`config.mk`:
```
export PLATFORM = sky130hd
export DESIGN_NAME = rv_idecode
export DESIGN_NICKNAME = d
export VERILOG_FILES = /design/src/hdl/uop_pkg.sv /design/src/hdl/isa_pkg.sv /design/src/hdl/uop_if.sv /design/src/hdl/rv_idecode.sv /design/src/hdl/next_pc_calc.sv /design/src/hdl/dispatch_stage.sv /design/src/hdl/inst_decoder.sv
export SDC_FILE = /design/constraint.sdc
export NUM_CORES = 1
export LEC_CHECK = 0
export BUFFER_PORTS_ARGS = -buffer_cell sky130_fd_sc_hd__buf_2
export CORE_ASPECT_RATIO = 0.6
export CORE_UTILIZATION = 25
export CTS_CLUSTER_DIAMETER = 30
export CTS_CLUSTER_SIZE = 24
export DETAILED_ROUTE_END_ITERATION = 10
export PLACE_DENSITY_LB_ADDON = 0.08
export SLEW_MARGIN = 20
export SYNTH_ARGS = -nofsm -noshare
export SYNTH_HDL_FRONTEND = slang
export SYNTH_SLANG_ARGS = --single-unit
export TNS_END_PERCENT = 20
```
`constraint.sdc`:
```
create_clock -name clk -period 4 [get_ports clk]
set_clock_uncertainty 0.15 [all_clocks]
set_input_delay 0.6 -clock clk [delete_from_list [all_inputs] [get_ports clk]]
set_output_delay 0.6 -clock clk [all_outputs]
set_load 0.02 [all_outputs]
```
`src/hdl/uop_pkg.sv`:
```
package uop_pkg;

    typedef enum logic [5:0] {
        // register-register
        U_ADD, U_SUB, U_SLL, U_SLT, U_SLTU,
        U_XOR, U_SRL, U_SRA, U_OR, U_AND,
        // register-immediate
        U_ADDI, U_SLTI, U_SLTIU, U_XORI, U_ORI, U_ANDI,
        U_SLLI, U_SRLI, U_SRAI,
        // upper immediates and jumps
        U_LUI, U_AUIPC, U_JAL, U_JALR,
        // conditional branches
        U_BEQ, U_BNE, U_BLT, U_BGE, U_BLTU, U_BGEU,
        // memory
        U_LB, U_LH, U_LW, U_LBU, U_LHU,
        U_SB, U_SH, U_SW,
        U_ILLEGAL
    } uop_op_e;

    // target queue of a micro-op
    typedef enum logic [1:0] {
        UNIT_RS   = 2'd0,
        UNIT_LSB  = 2'd1,
        UNIT_NONE = 2'd2  // reorder buffer entry only
    } exec_unit_e;

endpackage

```
`src/hdl/isa_pkg.sv`:
```
package isa_pkg;

    typedef logic [31:0] word_t;
    typedef logic [4:0]  reg_idx_t;

    typedef enum logic [6:0] {
        OPC_LUI    = 7'b0110111,
        OPC_AUIPC  = 7'b0010111,
        OPC_JAL    = 7'b1101111,
        OPC_JALR   = 7'b1100111,
        OPC_BRANCH = 7'b1100011,
        OPC_LOAD   = 7'b0000011,
        OPC_STORE  = 7'b0100011,
        OPC_OP_IMM = 7'b0010011,
        OPC_OP     = 7'b0110011
    } opcode_e;

    localparam word_t INST_BYTES = 32'd4;  // no compressed forms

    // alu funct3 shared by OP and OP-IMM
    localparam logic [2:0] F3_ADD  = 3'b000;
    localparam logic [2:0] F3_SLL  = 3'b001;
    localparam logic [2:0] F3_SLT  = 3'b010;
    localparam logic [2:0] F3_SLTU = 3'b011;
    localparam logic [2:0] F3_XOR  = 3'b100;
    localparam logic [2:0] F3_SR   = 3'b101;  // srl / sra by funct7
    localparam logic [2:0] F3_OR   = 3'b110;
    localparam logic [2:0] F3_AND  = 3'b111;
    localparam logic [2:0] F3_JALR = 3'b000;

    // branch compare
    localparam logic [2:0] F3_BEQ  = 3'b000;
    localparam logic [2:0] F3_BNE  = 3'b001;
    localparam logic [2:0] F3_BLT  = 3'b100;
    localparam logic [2:0] F3_BGE  = 3'b101;
    localparam logic [2:0] F3_BLTU = 3'b110;
    localparam logic [2:0] F3_BGEU = 3'b111;

    // load/store width
    localparam logic [2:0] F3_B  = 3'b000;
    localparam logic [2:0] F3_H  = 3'b001;
    localparam logic [2:0] F3_W  = 3'b010;
    localparam logic [2:0] F3_BU = 3'b100;
    localparam logic [2:0] F3_HU = 3'b101;

    localparam logic [6:0] F7_BASE = 7'b0000000;
    localparam logic [6:0] F7_ALT  = 7'b0100000;  // sub, sra, srai

endpackage
```
`src/hdl/uop_if.sv`:
```
`timescale 1ns/1ns

interface uop_if;
    import isa_pkg::*;
    import uop_pkg::*;

    logic       valid;
    uop_op_e    op;
    exec_unit_e unit;
    reg_idx_t   rd;
    reg_idx_t   rs1;
    reg_idx_t   rs2;
    word_t      imm;
    word_t      pc;
    logic       pred;  // predictor taken bit

    modport src (
        output valid, op, unit, rd, rs1, rs2, imm, pc, pred
    );

    modport dst (
        input valid, op, unit, rd, rs1, rs2, imm, pc, pred
    );

endinterface

```
`src/hdl/rv_idecode.sv`:
```
`timescale 1ns/1ns

module rv_idecode (
    input  logic               clk,
    input  logic               arst_n,
    input  logic               inst_valid,
    output logic               inst_ready,
    input  isa_pkg::word_t     inst_word,
    input  isa_pkg::word_t     inst_pc,
    input  logic               pred_taken,
    input  logic               flush,
    input  logic               rs_full,
    input  logic               lsb_full,
    input  logic               rob_full,
    output logic               rs_en,
    output logic               lsb_en,
    output logic               rob_en,
    output uop_pkg::uop_op_e   uop_op,
    output isa_pkg::reg_idx_t  uop_rd,
    output isa_pkg::reg_idx_t  uop_rs1,
    output isa_pkg::reg_idx_t  uop_rs2,
    output isa_pkg::word_t     uop_imm,
    output isa_pkg::word_t     uop_pc,
    output logic               redirect_valid,
    output isa_pkg::word_t     redirect_pc,
    output isa_pkg::word_t     recover_pc
);

    uop_if dec_uop ();
    uop_if held_uop ();  // stage register contents

    inst_decoder u_decoder (
        .inst_valid (inst_valid),
        .inst_word  (inst_word),
        .inst_pc    (inst_pc),
        .pred_taken (pred_taken),
        .uop        (dec_uop.src)
    );

    dispatch_stage u_dispatch (
        .clk        (clk),
        .arst_n     (arst_n),
        .flush      (flush),
        .rs_full    (rs_full),
        .lsb_full   (lsb_full),
        .rob_full   (rob_full),
        .in_uop     (dec_uop.dst),
        .held       (held_uop.src),
        .inst_ready (inst_ready),
        .rs_en      (rs_en),
        .lsb_en     (lsb_en),
        .rob_en     (rob_en)
    );

    next_pc_calc u_next_pc (
        .held           (held_uop.dst),
        .rob_en         (rob_en),
        .redirect_valid (redirect_valid),
        .redirect_pc    (redirect_pc),
        .recover_pc     (recover_pc)
    );

    assign uop_op  = held_uop.op;
    assign uop_rd  = held_uop.rd;
    assign uop_rs1 = held_uop.rs1;
    assign uop_rs2 = held_uop.rs2;
    assign uop_imm = held_uop.imm;
    assign uop_pc  = held_uop.pc;

endmodule

```
`src/hdl/next_pc_calc.sv`:
```
`timescale 1ns/1ns

module next_pc_calc (
    uop_if.dst             held,
    input  logic           rob_en,
    output logic           redirect_valid,
    output isa_pkg::word_t redirect_pc,
    output isa_pkg::word_t recover_pc
);
    import isa_pkg::*;
    import uop_pkg::*;

    word_t taken_pc;
    word_t fall_pc;
    logic  is_branch;

    assign taken_pc  = held.pc + held.imm;
    assign fall_pc   = held.pc + INST_BYTES;
    assign is_branch = held.op inside {U_BEQ, U_BNE, U_BLT, U_BGE, U_BLTU, U_BGEU};

    // fetch follows jal and predicted-taken branches
    assign redirect_valid = rob_en && ((held.op == U_JAL) || (is_branch && held.pred));
    assign redirect_pc    = redirect_valid ? taken_pc : '0;

    always_comb begin
        if (is_branch) begin
            recover_pc = held.pred ? fall_pc : taken_pc;  // the path not taken
        end else if (held.op == U_JALR) begin
            recover_pc = fall_pc;
        end else begin
            recover_pc = '0;
        end
    end

    // fetch pc and decoded offsets together must keep word alignment
    always_comb begin
        if (redirect_valid) begin
            a_redirect_align: assert final (redirect_pc[1:0] == 2'b00)
                else $error("misaligned redirect target");
        end
    end

endmodule

```
`src/hdl/dispatch_stage.sv`:
```
`timescale 1ns/1ns

module dispatch_stage (
    input  logic clk,
    input  logic arst_n,
    input  logic flush,
    input  logic rs_full,
    input  logic lsb_full,
    input  logic rob_full,
    uop_if.dst   in_uop,
    uop_if.src   held,
    output logic inst_ready,
    output logic rs_en,
    output logic lsb_en,
    output logic rob_en
);
    import uop_pkg::*;

    logic unit_free;
    logic dispatch;
    logic load;

    always_comb begin
        case (held.unit)
            UNIT_RS:  unit_free = !rs_full;
            UNIT_LSB: unit_free = !lsb_full;
            default:  unit_free = 1'b1;  // illegal needs rob space only
        endcase
    end

    assign dispatch   = held.valid && !rob_full && unit_free && !flush;
    assign inst_ready = !flush && (!held.valid || dispatch);  // refill on dispatch
    assign load       = inst_ready && in_uop.valid;

    assign rob_en = dispatch;
    assign rs_en  = dispatch && (held.unit == UNIT_RS);
    assign lsb_en = dispatch && (held.unit == UNIT_LSB);

    always_ff @(posedge clk or negedge arst_n) begin
        if (!arst_n) begin
            held.valid <= 1'b0;
        end else if (flush) begin
            held.valid <= 1'b0;
        end else if (load) begin
            held.valid <= 1'b1;
        end else if (dispatch) begin
            held.valid <= 1'b0;
        end
    end

    always_ff @(posedge clk) begin
        if (load) begin
            held.op   <= in_uop.op;
            held.unit <= in_uop.unit;
            held.rd   <= in_uop.rd;
            held.rs1  <= in_uop.rs1;
            held.rs2  <= in_uop.rs2;
            held.imm  <= in_uop.imm;
            held.pc   <= in_uop.pc;
            held.pred <= in_uop.pred;
        end
    end

    a_single_queue: assert property (@(posedge clk) disable iff (!arst_n)
        !(rs_en && lsb_en))
        else $error("rs and lsb enabled together");

    a_en_needs_valid: assert property (@(posedge clk) disable iff (!arst_n)
        (rs_en || lsb_en || rob_en) |-> held.valid)
        else $error("dispatch from an empty stage");

    // a stalled micro-op must reach the queues unchanged
    a_stall_stable: assert property (@(posedge clk) disable iff (!arst_n)
        held.valid && !rob_en && !flush |=> held.valid && $stable({held.op, held.unit,
            held.rd, held.rs1, held.rs2, held.imm, held.pc, held.pred}))
        else $error("held micro-op changed while stalled");

endmodule

```
`src/hdl/inst_decoder.sv`:
```
`timescale 1ns/1ns

module inst_decoder (
    input  logic           inst_valid,
    input  isa_pkg::word_t inst_word,
    input  isa_pkg::word_t inst_pc,
    input  logic           pred_taken,
    uop_if.src             uop
);
    import isa_pkg::*;
    import uop_pkg::*;

    opcode_e    opc;
    logic [2:0] funct3;
    logic [6:0] funct7;
    reg_idx_t   f_rd;
    reg_idx_t   f_rs1;
    reg_idx_t   f_rs2;
    word_t      imm_i;
    word_t      imm_s;
    word_t      imm_b;
    word_t      imm_u;
    word_t      imm_j;
    word_t      imm_sh;
    uop_op_e    dec_op;
    exec_unit_e dec_unit;
    reg_idx_t   dec_rd;
    reg_idx_t   dec_rs1;
    reg_idx_t   dec_rs2;
    word_t      dec_imm;

    assign opc    = opcode_e'(inst_word[6:0]);
    assign funct3 = inst_word[14:12];
    assign funct7 = inst_word[31:25];
    assign f_rd   = inst_word[11:7];
    assign f_rs1  = inst_word[19:15];
    assign f_rs2  = inst_word[24:20];

    assign imm_i  = {{20{inst_word[31]}}, inst_word[31:20]};
    assign imm_s  = {{20{inst_word[31]}}, inst_word[31:25], inst_word[11:7]};
    assign imm_b  = {{19{inst_word[31]}}, inst_word[31], inst_word[7],
                     inst_word[30:25], inst_word[11:8], 1'b0};
    assign imm_u  = {inst_word[31:12], 12'b0};
    assign imm_j  = {{11{inst_word[31]}}, inst_word[31], inst_word[19:12],
                     inst_word[20], inst_word[30:21], 1'b0};
    assign imm_sh = {27'b0, inst_word[24:20]};  // shamt

    always_comb begin
        dec_op   = U_ILLEGAL;
        dec_unit = UNIT_RS;
        dec_rd   = '0;
        dec_rs1  = '0;
        dec_rs2  = '0;
        dec_imm  = '0;
        case (opc)
            OPC_LUI: begin
                dec_op  = U_LUI;
                dec_rd  = f_rd;
                dec_imm = imm_u;
            end
            OPC_AUIPC: begin
                dec_op  = U_AUIPC;
                dec_rd  = f_rd;
                dec_imm = imm_u;
            end
            OPC_JAL: begin
                dec_op  = U_JAL;
                dec_rd  = f_rd;
                dec_imm = imm_j;
            end
            OPC_JALR: begin
                if (funct3 == F3_JALR) dec_op = U_JALR;
                dec_rd  = f_rd;
                dec_rs1 = f_rs1;
                dec_imm = imm_i;
            end
            OPC_BRANCH: begin
                dec_rs1 = f_rs1;
                dec_rs2 = f_rs2;
                dec_imm = imm_b;
                case (funct3)
                    F3_BEQ:  dec_op = U_BEQ;
                    F3_BNE:  dec_op = U_BNE;
                    F3_BLT:  dec_op = U_BLT;
                    F3_BGE:  dec_op = U_BGE;
                    F3_BLTU: dec_op = U_BLTU;
                    F3_BGEU: dec_op = U_BGEU;
                    default: dec_op = U_ILLEGAL;
                endcase
            end
            OPC_LOAD: begin
                dec_unit = UNIT_LSB;
                dec_rd   = f_rd;
                dec_rs1  = f_rs1;
                dec_imm  = imm_i;
                case (funct3)
                    F3_B:    dec_op = U_LB;
                    F3_H:    dec_op = U_LH;
                    F3_W:    dec_op = U_LW;
                    F3_BU:   dec_op = U_LBU;
                    F3_HU:   dec_op = U_LHU;
                    default: dec_op = U_ILLEGAL;
                endcase
            end
            OPC_STORE: begin
                dec_unit = UNIT_LSB;
                dec_rs1  = f_rs1;
                dec_rs2  = f_rs2;
                dec_imm  = imm_s;
                case (funct3)
                    F3_B:    dec_op = U_SB;
                    F3_H:    dec_op = U_SH;
                    F3_W:    dec_op = U_SW;
                    default: dec_op = U_ILLEGAL;
                endcase
            end
            OPC_OP_IMM: begin
                dec_rd  = f_rd;
                dec_rs1 = f_rs1;
                dec_imm = imm_i;
                case (funct3)
                    F3_ADD:  dec_op = U_ADDI;
                    F3_SLT:  dec_op = U_SLTI;
                    F3_SLTU: dec_op = U_SLTIU;
                    F3_XOR:  dec_op = U_XORI;
                    F3_OR:   dec_op = U_ORI;
                    F3_AND:  dec_op = U_ANDI;
                    F3_SLL: begin
                        dec_imm = imm_sh;
                        if (funct7 == F7_BASE) dec_op = U_SLLI;
                    end
                    F3_SR: begin
                        dec_imm = imm_sh;
                        if (funct7 == F7_BASE) dec_op = U_SRLI;
                        else if (funct7 == F7_ALT) dec_op = U_SRAI;
                    end
                endcase
            end
            OPC_OP: begin
                dec_rd  = f_rd;
                dec_rs1 = f_rs1;
                dec_rs2 = f_rs2;
                if (funct7 == F7_BASE) begin
                    case (funct3)
                        F3_ADD:  dec_op = U_ADD;
                        F3_SLL:  dec_op = U_SLL;
                        F3_SLT:  dec_op = U_SLT;
                        F3_SLTU: dec_op = U_SLTU;
                        F3_XOR:  dec_op = U_XOR;
                        F3_SR:   dec_op = U_SRL;
                        F3_OR:   dec_op = U_OR;
                        F3_AND:  dec_op = U_AND;
                    endcase
                end else if (funct7 == F7_ALT) begin
                    if (funct3 == F3_ADD) dec_op = U_SUB;
                    else if (funct3 == F3_SR) dec_op = U_SRA;
                end
            end
            default: dec_op = U_ILLEGAL;
        endcase

        // unmatched encodings carry no operands
        if (dec_op == U_ILLEGAL) begin
            dec_unit = UNIT_NONE;
            dec_rd   = '0;
            dec_rs1  = '0;
            dec_rs2  = '0;
            dec_imm  = '0;
        end
    end

    assign uop.valid = inst_valid;
    assign uop.op    = dec_op;
    assign uop.unit  = dec_unit;
    assign uop.rd    = dec_rd;
    assign uop.rs1   = dec_rs1;
    assign uop.rs2   = dec_rs2;
    assign uop.imm   = dec_imm;
    assign uop.pc    = inst_pc;
    assign uop.pred  = pred_taken;

endmodule

```
[After elaboration in Yosys (flattened, before gate mapping)]
Memory sizes are Yosys's and may differ from the RTL's.
Cells that the tools add are included.
Storage, ports and cells
  bits in registers: 89
  memory bits (read-only): 32
  input port bits: 72
  output and inout port bits: 154
  word-level logic and storage cells: 97
  memories kept: 1
Operators by class
  add/subtract/negate cells: 2
  equality and inequality tests: 27
  mux-type cells: 24
  bitwise operators: 3
  reduce and logical (&&, ||, !) cells: 31
Memory list
  (no name shown): depth 8, width 4, rd ports 1, clocked after Yosys merged registers in 0, write ports 0, line inst_decoder.sv:144  | case (funct3)
Operators by type and width (number)
  $pmux W32 S6: 1
  $mux W32: 5
  $pmux W6 S9: 1
  $eq A6 B5 Y1 const B: 8
  $mux W6: 8
  $pmux W6 S8: 1
  $pmux W6 S6: 1
  $add A32 B3 Y32 const B: 1
  $add A32 B32 Y32: 1
  $pmux W6 S5: 1
  $eq A7 B6 Y1 const B: 4
  $eq A7 B7 Y1 const B: 3
  $eq A7 B5 Y1 const B: 2
  $reduce_or A2 Y1: 7
  $eq A3 B3 Y1 const B: 4
  $logic_and A1 B1 Y1: 9
  $pmux W3 S3: 1
  $eq A7 B2 Y1 const B: 1
  $logic_not A7 Y1: 1
  $reduce_or A7 Y1: 1
  $eq A3 B2 Y1 const B: 2
  $eq A6 B6 Y1 const B: 1
  $reduce_bool A6 Y1: 1
  $reduce_or A6 Y1: 1
  other kinds (11): 21

[Depth between registers and ports, before layout]
  depth after elaboration: 9
  gate-level depth with buffers: 13
  gate-level depth less buffers: 10

[Modules after synthesis]
From an unflattened synthesis, not the netlist that was laid out.
Unflattened totals
  cell total of the unflattened synthesis: 879
  area total of the unflattened synthesis: 7701.1 um^2
Modules (own cells, without submodules)
  next_pc_calc: times used 1, cells an instance 452, area an instance 3020.4 um^2, seq. area each 0.0 um^2
  dispatch_stage: times used 1, cells an instance 104, area an instance 2788.9 um^2, seq. area each 2667.6 um^2
  inst_decoder: times used 1, cells an instance 323, area an instance 1891.8 um^2, seq. area each 0.0 um^2

[Least setup slack after synthesis]
Ideal clock, no wire load.
  path type: input port to flip-flop
  start: input flush
  end: register u_dispatch.held.imm[0] (enable)
  library setup time: 0.456 ns
  arrival: 3.557 ns
  required time: 3.394 ns
  setup slack: -0.163 ns
  stages: 4
  buffers on the path: 0
  cells stage by stage: nor3b_1 o21ai_0 a21oi_1 and2_1
Between the ends
  word-level cells in the longest chain between the ends: 5
Ends and longest elaborated chain
  start: declaration: line rv_idecode.sv:11  | input logic flush,
  $logic_not A1 Y1 (*): line dispatch_stage.sv:31, dispatch_stage.sv:32
  $logic_and A1 B1 Y1: line dispatch_stage.sv:31  | assign dispatch = held.valid && !rob_full && unit_free && !flush;
  $logic_or A1 B1 Y1: line dispatch_stage.sv:32  | assign inst_ready = !flush && (!held.valid || dispatch);
  $logic_and A1 B1 Y1 (*): line dispatch_stage.sv:32
  via inst_ready: line rv_idecode.sv:7  | output logic inst_ready,
  $logic_and A1 B1 Y1 (*): line dispatch_stage.sv:33  | assign load = inst_ready && in_uop.valid;
  via u_dispatch.load: line dispatch_stage.sv:21  | logic load;
  end: declaration: line uop_if.sv:18  | output valid, op, unit, rd, rs1, rs2, imm, pc, pred
The timed path passes the listed nets; every way through them passes the cells marked *.
A chain may end at the register's enable or synchronous reset.

[Worst setup path after layout]
  start: register u_dispatch.held.imm[10]
  end: output redirect_pc[28]
Between the ends
  word-level cells in the longest chain between the ends: 2
Ends and longest elaborated chain
  $add A32 B32 Y32: line next_pc_calc.sv:17  | assign taken_pc = held.pc + held.imm;
  $mux W32: line next_pc_calc.sv:23  | assign redirect_pc = redirect_valid ? taken_pc : '0;
  end: declaration: line rv_idecode.sv:25  | output isa_pkg::word_t redirect_pc,
Every way passes these cells.

==> impl_metrics.env <==
export IMPL_start_util_pct=25.9
export IMPL_mostFrequentLayoutCell="buf_2"
export IMPL_root_buffer="clkbuf_16"
export IMPL_synth_area_um2=6680
export IMPL_clock_latency_ns=0.36
export IMPL_critPathKind="reg -> out"
export IMPL_worstMarginPinSlew_ns=1.05
export IMPL_critPathLaunchType="flop"
export IMPL_wl_met1_um=14500
export IMPL_wirelength_um=26800
export IMPL_antenna_found_initial=2
export IMPL_ir_drop_uv=229
export IMPL_critical_path_max_stage_delay_ns=0.49
export IMPL_yosysSeqAreaShare_pct=40.0
export IMPL_track_usage_pct=19.5
export IMPL_nNetsFinal=1100
export IMPL_ios=226
export IMPL_cp_data_required_time_ns=3.25
export IMPL_final_hold_violation_count=0
export IMPL_postSynthCellCount=744
export IMPL_async_reset_ff_share_pct=1.12
export IMPL_top_layer="met5"
export IMPL_p_leak_nw=3.85
export IMPL_post_route_period_util_pct=96.7
export IMPL_layout_common_cells="buf_2 (225), edfxtp_1 (88), nor2_1 (85)"
export IMPL_routed_wl_met2_um=10300
export IMPL_status="complete, no violations"
export IMPL_total_power_mw=2.55
export IMPL_overflow=0
export IMPL_period_minus_slack_ns=3.87
export IMPL_synth_nets=853
export IMPL_clk_path_buf_depth=2
export IMPL_wl_met3_um=1790
export IMPL_synth_distinct_cells=69
export IMPL_clock_sinks=89
export IMPL_ant_nets=0
export IMPL_slew_viol_final=0
export IMPL_path_clk_slew_ns=0.07
export IMPL_die_w_um=213
export IMPL_yosys_most_used_dff="edfxtp_1"
export IMPL_area_growth_pct=35.4
export IMPL_gp_congestion=0.865
export IMPL_seq_area_um2=2670
export IMPL_grt_max_degree=51
export IMPL_drc=0
export IMPL_synth_warning_count=0
export IMPL_hold_slack_ns=0.266
export IMPL_finalSetupViolCount=0
export IMPL_vias=6684
export IMPL_fmax_mhz=258
export IMPL_max_cap_violations=0
export IMPL_numCtsBuffers=9
export IMPL_relSlewSlack_pct=30.2
export IMPL_n_fill_cell=2686
export IMPL_crit_chain="ha_4, a21oi_2, o211ai_1, a41oi_1, a21oi_2, o21ai_1, buf_4, o311ai_2, xnor2_1, buf_4, nor2_1, buf_2"
export IMPL_cp_end_kind="primary output"
export IMPL_grt_pass1_wl_um=39200
export IMPL_crit_fanout=7
export IMPL_synth_seq_cells=89
export IMPL_layout_drive_gt1_share_pct=33.5
export IMPL_power_density_nw_per_um2=282
export IMPL_cts_max_level=3
export IMPL_via_per_inst=4.95
export IMPL_drt_iter0_markers=481
export IMPL_multiInputGateArea_um2=3960
export IMPL_rows=45
export IMPL_grt_pass1_vias=6091
export IMPL_numPortBuffers=225
export IMPL_die_area_um2=27400
export IMPL_first_pass_iters=5
export IMPL_wire_per_inst_um=19.9
export IMPL_cp_slowest_cell="edfxtp_1"
export IMPL_fp_dieH_um=129
export IMPL_core_um2=25700
export IMPL_cts_tree="done"
export IMPL_rsz0062_at_grt="yes"
export IMPL_synth_edf_count=88
export IMPL_dp_hpwl_um=21400
export IMPL_avgSynthCellArea_um2=8.97
export IMPL_min_path_type="in -> reg"
export IMPL_arrival_ns=3.12
critical path, delay by kind of cell, from the launching register on:
kind / cells / cell delay, ns
fa+ha+maj: 1 / 0.32
simple gates: 1 / 0.03
buf+inv: 3 / 0.50
xor+xnor: 1 / 0.23
compound gates: 6 / 1.20
flops: 1 / 0.49
layout make-up:
type / instances / area share (%)
Antenna cell: 1 / 0.0277
Clock buffer: 9 / 2.49
Clock inverter: 7 / 1.29
Inverter: 32 / 1.33
Multi-Input combinational cell: 587 / 43.8
Sequential cell: 89 / 29.5
Tap cell: 352 / 4.87
Timing Repair Buffer: 272 / 16.7
registers in the layout, summed over array words and instances, names as in the netlist:
register,flops
u_dispatch.held.pc,32
u_dispatch.held.op,6
u_dispatch.held.pred,1
u_dispatch.held.rd,5
u_dispatch.held.imm,32
u_dispatch.held.rs1,5
u_dispatch.held.valid,1
u_dispatch.held.rs2,5
u_dispatch.held.unit,2
through the flow:
stage / TNS (ns) / utilization (%) / setup WS [ns] / instances / cell area, um^2
after detailed placement: 0 / 32.5 / 0.181 / 1320 / 8370
after CTS: 0 / 34.1 / 0.00495 / 1339 / 8770
after global routing: -0.00131 / 35.1 / -0.00131 / 1348 / 9030
final: 0 / 35.1 / 0.130 / 1349 / 9040
after global placement: 0 / 32.5 / 0.187 / 1320 / 8370
after floorplan: 0 / - / 0.273 / 744 / 6680
logic make-up (layout without fill, tap and decap cells):
group	Yosys count	after routing	synth area share (%)
AO/OA/AOI/OAI	206	206	19.7
XOR/XNOR	57	57	7.48
AND/OR/NAND/NOR	284	284	21.2
multiplexers	3	3	0.469
adder cells (fa/ha/maj)	37	37	7.05
other	0	1	0
flip-flops	89	89	40.0
buffers and inverters	68	320	4.24
metal layers:
metal | up-vias | global-route usage (%)
li1 | 3236 | -
met3 | 19 | 4.52
met4 | 2 | 3.43
met2 | 230 | 25.1
met1 | 3197 | 31.8
met5 | - | 0
Yosys cell counts (3+ instances only):
master    instances  area [um^2]
clkbuf_1         27          101
a21oi_1          66          330
o211ai_1          5         37.5
and3_1           12         75.1
or3_1             7         43.8
o31ai_1           5         37.5
nor2_1           85          319
o22ai_1          33          206
a31o_2            3         26.3
o21bai_1          5         37.5
nand4_1           7         43.8
buf_6             3         33.8
nor3_1           15         75.1
edfxtp_1         88         2640
and2_1           21          131
a22oi_1           6         45.0
nor3b_1           5         37.5
nand2_1          71          267
buf_2             4         20.0
a21o_1           14          105
nand2b_1          8         50.1
a211o_1           5         43.8
a211oi_1          3         22.5
a31oi_1           4         25.0
nand3_1          26          130
nor2b_1           6         37.5
xor2_1           31          272
and4_1            4         35.0
inv_1            32          120
nand3b_1          3         22.5
ha_1             36          450
o21ai_0          32          160
o311ai_0          3         26.3
xnor2_1          26          228
worst paths after layout:
path / cells past startpoint / slack (ns) / start / end
setup / recovery: 12 / 0.13 / u_dispatch.held.imm[10] / redirect_pc[28]
hold / removal: 1 / 0.27 / inst_pc[18] / u_dispatch.held.pc[18]
setup reg to reg: 5 / 1.58 / u_dispatch.held.valid / u_dispatch.held.pc[24]
hold reg to reg: 2 / 0.43 / u_dispatch.held.valid / u_dispatch.held.valid
max in group asynchronous: 2 / 3.23 / arst_n / u_dispatch.held.valid
min in group asynchronous: 2 / 0.39 / arst_n / u_dispatch.held.valid
report_power, final:
| group | switching [mW] | internal, mW | total (mW) |
|---|---|---|---|
| registers | 0.0306 | 1.05 | 1.09 |
| logic | 0.274 | 0.172 | 0.446 |
| clock network | 0.402 | 0.612 | 1.01 |
| total | 0.707 | 1.84 | 2.55 |
timing repair:
item / in CTS / in global routing
setup endpoints to repair: 23 / 21
hold endpoints to repair: 1 / 0
hold buffers: 1 / 0
pin swaps: 4 / 9
resized for setup: 11 / 38
setup buffers: 2 / 9
Power figures use the tool's default switching activity.
